[src/source/controlPkg.sv]
package controlPkg;

	localparam int InstrWidth = 32;

	// Instruction word fields
	localparam int CondMsb = 31;
	localparam int CondLsb = 28;
	localparam int ClassMsb = 27;
	localparam int ClassLsb = 25;
	localparam int OpcodeMsb = 24;
	localparam int OpcodeLsb = 21;

	// Single-bit fields
	localparam int PreIndexBit = 24;	// P
	localparam int UpBit = 23;			// U
	localparam int ByteBit = 22;		// B
	localparam int WriteBackBit = 21;	// W
	localparam int LoadBit = 20;		// L, also S for data processing
	localparam int LinkBit = 24;		// L of branch
	localparam int ShiftRegBit = 4;		// Shift by register or extra load/store
	localparam int ExtraBit = 7;		// Extra load/store when set with bit 4

	typedef enum logic [3:0] {
		fetchAddress,
		fetchIssue,
		fetchWait,
		decode,
		aluExecute,
		compareExecute,
		addressCalc,
		memIssue,
		memWait,
		loadWriteBack,
		baseUpdate,
		linkSave,
		branchExecute
	} controlState_t;

	typedef enum logic [2:0] {
		classDataProc,
		classCompare,
		classLoadStore,
		classBranch,
		classUnsupported
	} instrClass_t;

	typedef enum logic [3:0] {
		opAnd, opEor, opSub, opRsb,
		opAdd, opAdc, opSbc, opRsc,
		opTst, opTeq, opCmp, opCmn,
		opOrr, opMov, opBic, opMvn
	} dpOpcode_t;

	typedef enum logic [3:0] {
		condEq, condNe, condCs, condCc,
		condMi, condPl, condVs, condVc,
		condHi, condLs, condGe, condLt,
		condGt, condLe, condAl, condNv
	} condCode_t;

endpackage

[src/source/armControl.sv]
`timescale 1ns/10ps

module armControl import controlPkg::*; (
	input	logic					clk,
	input	logic					reset,
	input	logic [InstrWidth-1:0]	memData,
	input	logic					moc,
	input	logic [3:0]				flags,
	output	logic					memRequest,
	output	logic					memWrite,
	output	logic					memByte,
	output	logic					regWrite,
	output	logic					flagWrite,
	output	logic					pcLoad,
	output	logic					addSubtract,
	output	controlState_t			state,
	output	instrClass_t			opClass,
	output	logic					instrDone,
	output	logic					badInstr
);

	logic irLoad;
	condCode_t condField;
	logic condPass;
	logic isLoad;
	logic isByte;
	logic isUp;
	logic writeBack;
	logic setFlags;
	logic isLink;

	instructionDecoder decoder (
		.clk		(clk),
		.reset		(reset),
		.irLoad		(irLoad),
		.memData	(memData),
		.condField	(condField),
		.opClass	(opClass),
		.isLoad		(isLoad),
		.isByte		(isByte),
		.isUp		(isUp),
		.writeBack	(writeBack),
		.setFlags	(setFlags),
		.isLink		(isLink)
	);

	conditionCheck condition (
		.condField	(condField),
		.flags		(flags),
		.condPass	(condPass)
	);

	microSequencer sequencer (
		.clk			(clk),
		.reset			(reset),
		.moc			(moc),
		.opClass		(opClass),
		.condPass		(condPass),
		.isLoad			(isLoad),
		.isByte			(isByte),
		.isUp			(isUp),
		.writeBack		(writeBack),
		.setFlags		(setFlags),
		.isLink			(isLink),
		.state			(state),
		.irLoad			(irLoad),
		.memRequest		(memRequest),
		.memWrite		(memWrite),
		.memByte		(memByte),
		.regWrite		(regWrite),
		.flagWrite		(flagWrite),
		.pcLoad			(pcLoad),
		.addSubtract	(addSubtract),
		.instrDone		(instrDone),
		.badInstr		(badInstr)
	);

endmodule

[src/source/conditionCheck.sv]
`timescale 1ns/10ps

module conditionCheck import controlPkg::*; (
	input	condCode_t	condField,
	input	logic [3:0]	flags,		// NZCV
	output	logic		condPass
);

	logic n;
	logic z;
	logic c;
	logic v;

	assign n = flags[3];
	assign z = flags[2];
	assign c = flags[1];
	assign v = flags[0];

	always_comb begin
		case (condField)
			condEq: condPass = z;
			condNe: condPass = !z;
			condCs: condPass = c;
			condCc: condPass = !c;
			condMi: condPass = n;
			condPl: condPass = !n;
			condVs: condPass = v;
			condVc: condPass = !v;
			condHi: condPass = c && !z;			// Unsigned higher
			condLs: condPass = !c || z;
			condGe: condPass = (n == v);		// Signed compares
			condLt: condPass = (n != v);
			condGt: condPass = !z && (n == v);
			condLe: condPass = z || (n != v);
			condAl: condPass = 1'b1;
			default: condPass = 1'b0;			// condNv
		endcase
	end

endmodule

[src/source/instructionDecoder.sv]
`timescale 1ns/10ps

module instructionDecoder import controlPkg::*; (
	input	logic					clk,
	input	logic					reset,
	input	logic					irLoad,
	input	logic [InstrWidth-1:0]	memData,
	output	condCode_t				condField,
	output	instrClass_t			opClass,
	output	logic					isLoad,
	output	logic					isByte,
	output	logic					isUp,
	output	logic					writeBack,
	output	logic					setFlags,
	output	logic					isLink
);

	logic [InstrWidth-1:0] ir;
	logic irValid;			// Set once the first word is in
	logic [2:0] classBits;
	dpOpcode_t opcode;
	logic isTest;

	always_ff @(posedge clk) begin
		if (irLoad) begin
			ir <= memData;
		end
	end

	always_ff @(posedge clk) begin
		if (reset) begin
			irValid <= 1'b0;
		end else if (irLoad) begin
			irValid <= 1'b1;
		end
	end

	assign classBits = ir[ClassMsb:ClassLsb];
	assign opcode = dpOpcode_t'(ir[OpcodeMsb:OpcodeLsb]);
	assign isTest = (opcode == opTst) || (opcode == opTeq);	// Only these two are compares here

	always_comb begin
		case (classBits)
			3'b000: begin
				// Bit 4 high is shift by register or extra load/store
				if (!ir[ShiftRegBit]) begin
					opClass = isTest ? classCompare : classDataProc;
				end else begin
					opClass = classUnsupported;
				end
			end
			3'b001: opClass = isTest ? classCompare : classDataProc;	// Immediate operand
			3'b010: opClass = classLoadStore;							// Immediate offset
			3'b011: begin
				if (!ir[ShiftRegBit]) begin
					opClass = classLoadStore;							// Register offset
				end else begin
					opClass = classUnsupported;
				end
			end
			3'b101: opClass = classBranch;
			default: opClass = classUnsupported;	// Block transfer, coprocessor, SWI
		endcase
	end

	assign condField = condCode_t'(ir[CondMsb:CondLsb]);

	// Addressing attributes for load/store and branch
	assign isLoad = ir[LoadBit];
	assign isByte = ir[ByteBit];
	assign isUp = ir[UpBit];
	assign writeBack = !ir[PreIndexBit] || ir[WriteBackBit];	// Post-indexed always writes back
	assign setFlags = ir[LoadBit];
	assign isLink = ir[LinkBit];

	// Once a word has been loaded the class must be a legal value
	classKnown: assert property (@(posedge clk) disable iff (reset)
		irValid |-> !$isunknown(opClass));

endmodule

[src/source/microSequencer.sv]
`timescale 1ns/10ps

module microSequencer import controlPkg::*; (
	input	logic			clk,
	input	logic			reset,
	input	logic			moc,
	input	instrClass_t	opClass,
	input	logic			condPass,
	input	logic			isLoad,
	input	logic			isByte,
	input	logic			isUp,
	input	logic			writeBack,
	input	logic			setFlags,
	input	logic			isLink,
	output	controlState_t	state,
	output	logic			irLoad,
	output	logic			memRequest,
	output	logic			memWrite,
	output	logic			memByte,
	output	logic			regWrite,
	output	logic			flagWrite,
	output	logic			pcLoad,
	output	logic			addSubtract,
	output	logic			instrDone,
	output	logic			badInstr
);

	controlState_t nextState;
	logic inLoadStore;

	always_ff @(posedge clk) begin
		if (reset) begin
			state <= fetchAddress;
		end else begin
			state <= nextState;
		end
	end

	always_comb begin
		case (state)
			fetchAddress: nextState = fetchIssue;
			fetchIssue: nextState = fetchWait;
			fetchWait: nextState = moc ? decode : fetchWait;
			decode: begin
				if (!condPass) begin
					nextState = fetchAddress;		// Skipped instruction
				end else begin
					case (opClass)
						classDataProc: nextState = aluExecute;
						classCompare: nextState = compareExecute;
						classLoadStore: nextState = addressCalc;
						classBranch: nextState = isLink ? linkSave : branchExecute;
						default: nextState = fetchAddress;
					endcase
				end
			end
			aluExecute: nextState = fetchAddress;
			compareExecute: nextState = fetchAddress;
			addressCalc: nextState = memIssue;
			memIssue: nextState = memWait;
			memWait: begin
				if (!moc) begin
					nextState = memWait;
				end else if (isLoad) begin
					nextState = loadWriteBack;
				end else begin
					nextState = writeBack ? baseUpdate : fetchAddress;
				end
			end
			loadWriteBack: nextState = writeBack ? baseUpdate : fetchAddress;
			baseUpdate: nextState = fetchAddress;
			linkSave: nextState = branchExecute;
			branchExecute: nextState = fetchAddress;
			default: nextState = fetchAddress;
		endcase
	end

	assign inLoadStore = (state == addressCalc) || (state == memIssue) ||
		(state == memWait) || (state == loadWriteBack) || (state == baseUpdate);

	assign irLoad = (state == fetchWait) && moc;
	assign memRequest = (state == fetchIssue) || (state == memIssue);
	assign memWrite = (state == memIssue) && !isLoad;
	assign memByte = (state == memIssue) && isByte;
	assign regWrite = (state == aluExecute) || (state == loadWriteBack) ||
		(state == baseUpdate) || (state == linkSave);
	assign flagWrite = ((state == aluExecute) && setFlags) || (state == compareExecute);
	assign pcLoad = (state == branchExecute);
	assign addSubtract = inLoadStore && !isUp;		// Down offset subtracts

	// Unsupported only counts when the condition passed
	assign badInstr = (state == decode) && condPass && (opClass == classUnsupported);
	// Last step of any instruction returns to fetch
	assign instrDone = (nextState == fetchAddress) && !badInstr;

	// A request is only raised from an issue step and always lands in a wait step
	requestThenWait: assert property (@(posedge clk) disable iff (reset)
		memRequest |-> (state == fetchIssue || state == memIssue)
			##1 (state == fetchWait || state == memWait));

	// Wait steps hold until memory completes
	waitHolds: assert property (@(posedge clk) disable iff (reset)
		((state == fetchWait || state == memWait) && !moc) |=> $stable(state));

	// A rejected instruction is not also completed and goes back to fetch
	badNotDone: assert property (@(posedge clk) disable iff (reset)
		badInstr |-> !instrDone ##1 (state == fetchAddress));

endmodule
[config.mk]
export PLATFORM = sky130hd
export DESIGN_NAME = armControl
export DESIGN_NICKNAME = d
export VERILOG_FILES = /design/src/source/controlPkg.sv /design/src/source/armControl.sv /design/src/source/conditionCheck.sv /design/src/source/instructionDecoder.sv /design/src/source/microSequencer.sv
export SDC_FILE = /design/constraint.sdc
export NUM_CORES = 1
export LEC_CHECK = 0
export BUFFER_PORTS_ARGS = -buffer_cell sky130_fd_sc_hd__buf_2
export CORE_MARGIN = 4
export CORE_UTILIZATION = 49
export DETAILED_ROUTE_END_ITERATION = 10
export MAX_ROUTING_LAYER = met4
export PLACE_DENSITY = 0.82
export REMOVE_ABC_BUFFERS = 1
export SLEW_MARGIN = 20
export SYNTH_ARGS = -nofsm -noshare
export SYNTH_HDL_FRONTEND = slang
export SYNTH_SLANG_ARGS = --single-unit
export TNS_END_PERCENT = 20
[constraint.sdc]
create_clock -name clk -period 4 [get_ports clk]
set_input_delay 0.8 -clock clk [delete_from_list [all_inputs] [get_ports clk]]
set_output_delay 0.8 -clock clk [all_outputs]
set_load 0.02 [all_outputs]
# ---- Word level (Yosys, flattened, before mapping)
# Cells that the tools add are included.
dict set report totals {
  regBits 36
  input_bits 39
  output_inout_bits 16
  wordCells 89
}
dict set report classes {
  n_eq_ne 38
  mux 13
  reduce_logical 36
}
# operator count
set op_table {}
lappend op_table {{4-bit equality test, second input constant} 14}
lappend op_table {{4-bit one-hot mux with 9 select lines} 1}
lappend op_table {{4-bit by 3-bit equality test with 1-bit output, second input constant} 8}
lappend op_table {{4-bit by 2-bit equality test with 1-bit output, second input constant} 4}
lappend op_table {{4-bit two-way mux} 4}
lappend op_table {{4-bit one-hot mux with 4 select lines} 1}
lappend op_table {{1-bit one-hot mux with 15 select lines} 1}
lappend op_table {{3-bit one-hot mux with 5 select lines} 1}
lappend op_table {{1-bit logical OR} 13}
lappend op_table {{3-bit by 2-bit equality test with 1-bit output, second input constant} 4}
lappend op_table {{4-bit logical NOT} 3}
lappend op_table {{1-bit logical AND} 10}
lappend op_table {{3-bit two-way mux} 3}
lappend op_table {{4-bit by 1-bit equality test with 1-bit output, second input constant} 2}
lappend op_table {{1-bit logical NOT} 8}
lappend op_table {{3-bit by 1-bit equality test with 1-bit output, second input constant} 2}
lappend op_table {{3-bit equality test, second input constant} 2}
lappend op_table {{3-bit logical NOT} 2}
lappend op_table {{1-bit two-way mux} 2}
lappend op_table {{1-bit equality test} 1}
lappend op_table {{1-bit != test} 1}

# ---- Logic depth before layout (Yosys ltp)
dict set report depth {
  ltp_word 11
  ltp_mapped 6
  depth_no_buf 5
}

# ---- Hierarchy
# From an unflattened synthesis, not the netlist that was laid out.
dict set report unflattened {
  cells_unflattened 127
  area_unflattened_um2 1153.6
}
# mod n_inst cells_each area_each_um2 seq_area_each_um2
set by_module_without_submodules {}
lappend by_module_without_submodules {instructionDecoder 1 32 508.0 390.4}
lappend by_module_without_submodules {microSequencer 1 67 451.7 80.1}
lappend by_module_without_submodules {conditionCheck 1 28 193.9 0.0}

# ---- Worst setup path before layout
# Ideal clock, no wire load.
dict set report synth_path {
  path_type {register to register}
  startpoint {reg sequencer.state[3]}
  endpoint {reg decoder.ir[20] (enable)}
  setup_ns 0.422
  t_arrival_ns 2.353
  required_time_ns 3.578
  setup_slack_ns 1.225
  stages_incl_launch_ff 5
  n_path_buf 1
  period_less_slack_ns 2.775
  path_cell_list {dfxtp_1 -> clkbuf_1 -> inv_1 -> nand2_1 -> nor4b_1}
}
dict set report synth_between {
  elab_chain_len 2
}
# element line_no
set synth_rtl {}
lappend synth_rtl {{from (decl)} microSequencer.sv:15} ;# output controlState_t state,
lappend synth_rtl {{from (signal assigned)} microSequencer.sv:33} ;# state <= fetchAddress;
lappend synth_rtl {{from (signal assigned)} microSequencer.sv:35} ;# state <= nextState;
lappend synth_rtl {{4-bit by 2-bit equality test with 1-bit output} microSequencer.sv:81} ;# assign irLoad = (state == fetchWait) && moc;
lappend synth_rtl {{1-bit logical AND} microSequencer.sv:81}
lappend synth_rtl {{net decoder.irLoad} instructionDecoder.sv:6} ;# input logic irLoad,
lappend synth_rtl {{to (signal assigned)} instructionDecoder.sv:26} ;# ir <= memData;
lappend synth_rtl {{to (decl)} instructionDecoder.sv:18} ;# logic [InstrWidth-1:0] ir;
# The timed path passes the listed nets, and every way through them passes these cells.
# A chain may end at the register's enable or synchronous reset.

# ---- Worst setup path in the final report
dict set report layout_path {
  startpoint {in flags[3]}
  endpoint {out instrDone}
}
dict set report layout_between {
  elab_chain_len 7
  elab_cells_between_ends 13
  cone_classes {2 x eq/ne; 3 x mux; 8 x reduce/logical}
}
# element line_no
set layout_rtl {}
lappend layout_rtl {{from (decl)} armControl.sv:8} ;# input logic [3:0] flags,
lappend layout_rtl {{1-bit != test / 1-bit equality test (equally long branches)} n/a}
lappend layout_rtl {{1-bit logical OR / 1-bit logical AND (equally long branches)} {conditionCheck.sv:34, conditionCheck.sv:33}}
lappend layout_rtl {{1-bit one-hot mux with 15 select lines *} conditionCheck.sv:20} ;# case (condField)
lappend layout_rtl {{4-bit two-way mux / 1-bit logical AND (equally long branches)} {microSequencer.sv:45, microSequencer.sv:92}}
lappend layout_rtl {{4-bit one-hot mux with 9 select lines / 1-bit logical AND (equally long branches)} {microSequencer.sv:40, microSequencer.sv:92}}
lappend layout_rtl {{4-bit logical NOT / 1-bit logical NOT (equally long branches)} microSequencer.sv:94} ;# assign instrDone = (nextState == fetchAddress) && !badInstr;
lappend layout_rtl {{1-bit logical AND *} microSequencer.sv:94}
lappend layout_rtl {{to (decl)} armControl.sv:18} ;# output logic instrDone,
# Mark *: on every way between the ends. The rest lies on a longest branch, timed or not.

==> out/results.txt <==
peak supply drop - 0.228 mV
status - complete, no violations
Yosys Warn Count - 0
GR Layer Usage met1 - 22.3%
relative slew slack - 63.4%
WL per Instance - 13.3 µm
met3 GRT Util - 2.94%
critical path's slowest cell - o31ai_1
# DRC - 0
CP peak stage delay - 0.32 ns
Synth Area in Adders - 0%
final setup TNS - 0 ns
global-route wire length before repair - 4310 µm
layer with the highest usage - met2
crit-path most repeated cell - buf_2
Yosys top cell area share - 33.3%
Vias/cell - 5.74
root buffer cell - clkbuf_4
GRT Util Overall - 16.5%
Clock Path Buffers - 2
total CTS buffers - 3
Synth cell types - 48
gpl congestion - 0.831
slew at the pin with the worst max-slew slack - 0.548 ns
RSZ-0062 raised after global routing - no
die area - 0.00324 mm²
number of global-route vias before repair - 992
Tmin final - 3.04 ns
Post-synth EDFFs - 13
DIE WIDTH - 56.9 µm
M2 GR Usage - 26.3%
row count - 17
sequential element share of the synthesized area - 40.1%
Final Cycle Share - 75.9%
core area - 0.00225 mm²
Initial Util - 52.1%
Min Hold Slack - 0.681 ns
Compound-Gate Fraction of Synth Area - 23.3%
Crit path max-delay family - compound AO/OA/AOI/OAI gates
commonest cells after routing, fill and taps aside - buf_2 (35), edfxtp_1 (13), a21oi_1 (12), nand2_1 (10)
max-cap violations - 0
largest family of logic cells by synthesized area - simple AND/OR/NAND/NOR gates
fmax - 329 MHz
Port Buffers - 35
Simple-Gate Fraction of Synth Area - 25.2%
CP Class - in2out
Setup Fix Bufs, Post-CTS - 0
post-CTS sizing - 0
synth-to-layout area growth - 17.3%
Synth area leaders - edfxtp_1 (33%), dfxtp_1 (6.8%), a21oi_1 (5.1%), o21ai_0 (3.4%), nand2_1 (3.2%)
largest net degree at the start of global routing - 16
Startpoint Class - input pin
Die H - 56.9 µm
TritonRoute pass-1 iters - 4
Nets - 196
initial DRC count - 39
hpwl dp - 1880 µm
Synth Area in XOR/XNOR - 2.24%
synthesized area - 0.00117 mm²
initial antenna violation count - 0
Final setup viols - 0
CP Capture Type - output port
synthesized area per cell - 9.39 µm²
mux contribution to synthesized area - 2.56%
post-synthesis cell count - 125
final hold violations - 0
CTS tree - yes
required time of the worst setup path - 3.20 ns
Leakage - 0.560 nW
worst-skew pair later-pin latency - 0.29 ns
Final Max Tran Viols - 0
clock slew at reported path FFs - 0.09 ns
DRT antenna net count - 0
clock skew - 0.00380 ns
Buf+Inv Stages, Crit Path - 2
WL final - 2450 µm
FF+latch count, synth - 17
vias - 1056
worst hold path type - in2reg
H-Tree Depth - 1
total grt overflow - 0
commonest non-fill, non-tap cell in the layout - buf_2
Synth Flop Type - edfxtp_1
Hold-fix buffers, CTS - 0
io pins - 55
Critical Path Fanout Max - 5
P per Cell Area - 260 mW/mm²
ys async rst share - 0%
CP Cell Sequence - buf_2, xnor2_1, mux2i_1, a311oi_2, o31ai_1, nor3b_2, buf_2
share of cells above drive strength 1 - 33.3%
CTS sink cnt - 17
# diodes - 0
area leader, netlist - edfxtp_1
crit path DAT - 2.24 ns
## synth_stat cells (2+ instances only)
master     n
edfxtp_1  13
a21oi_1   12
nand2_1   10
inv_1      8
o21ai_0    8
nor2_1     6
clkbuf_1   5
dfxtp_1    4
nand3_1    4
mux2i_1    3
nor3_1     3
a31o_2     2
a31oi_1    2
buf_2      2
nand2b_1   2
nand3b_1   2
nor3b_1    2
nor4_1     2
nor4b_1    2
o311ai_1   2
o31ai_1    2
or2_2      2
xor2_1     2
## power by group
group / internal [mW] / total, mW / switching [mW] / leakage, nW
combinational: 0.0278 / 0.0621 / 0.0343 / 0.395
clock: 0.0388 / 0.0881 / 0.0494 / 0.0150
sequential: 0.196 / 0.207 / 0.0115 / 0.150
total: 0.262 / 0.357 / 0.0951 / 0.560
## path summary, 6_finish.rpt
kind | from | endpoint | slack [ns] | cells after the start
worst min-delay path | memData[20] | decoder.ir[20]$_DFFE_PP_ | 0.68 | 1
worst max-delay path | flags[3] | instrDone | 0.96 | 7
worst min register to register | sequencer.state[1]$_SDFF_PP0_ | sequencer.state[3]$_SDFF_PP0_ | 0.68 | 2
worst max register to register | sequencer.state[0]$_SDFF_PP0_ | sequencer.state[0]$_SDFF_PP0_ | 2.20 | 5
## state kept, by name, indices dropped and copies added, names as in the netlist
register	cells
decoder.ir	13
sequencer.state	4
## stage by stage
stage	setup slack, ns	instances	power [mW]	cell area, µm²	util, %
2_1_floorplan	1.25	116	0.247	1130	-
3_3_place_gp	0.958	180	0.271	1350	59.9
3_5_place_dp	0.939	180	0.273	1350	59.9
4_1_cts	0.928	184	0.359	1380	61.0
5_1_grt	0.826	184	0.376	1380	61.0
6_report	0.963	184	0.357	1380	61.0
## per-layer routing
layer	vias up	part of all wire, %
met5	-	0
met4	0	0.78
met3	3	4.4
met1	488	46
li1	536	-
met2	29	49
## final cells by class
cell class                 instances  area, µm²
tap                               28       35.0
sequential                        17        470
clock buffer                       4       26.3
inverter                           8       30.0
multi-input combinational         91        632
timing repair buffer              36        183
fill                             201        878
## cells by family after synthesis
logic type             Yosys count
AO/OA/AOI/OAI                   39
XOR/XNOR                         3
buffers and inverters           17
flip-flops                      17
multiplexers                     3
AND/OR/NAND/NOR                 46
Note: power is estimated with default switching activity, not from simulation.
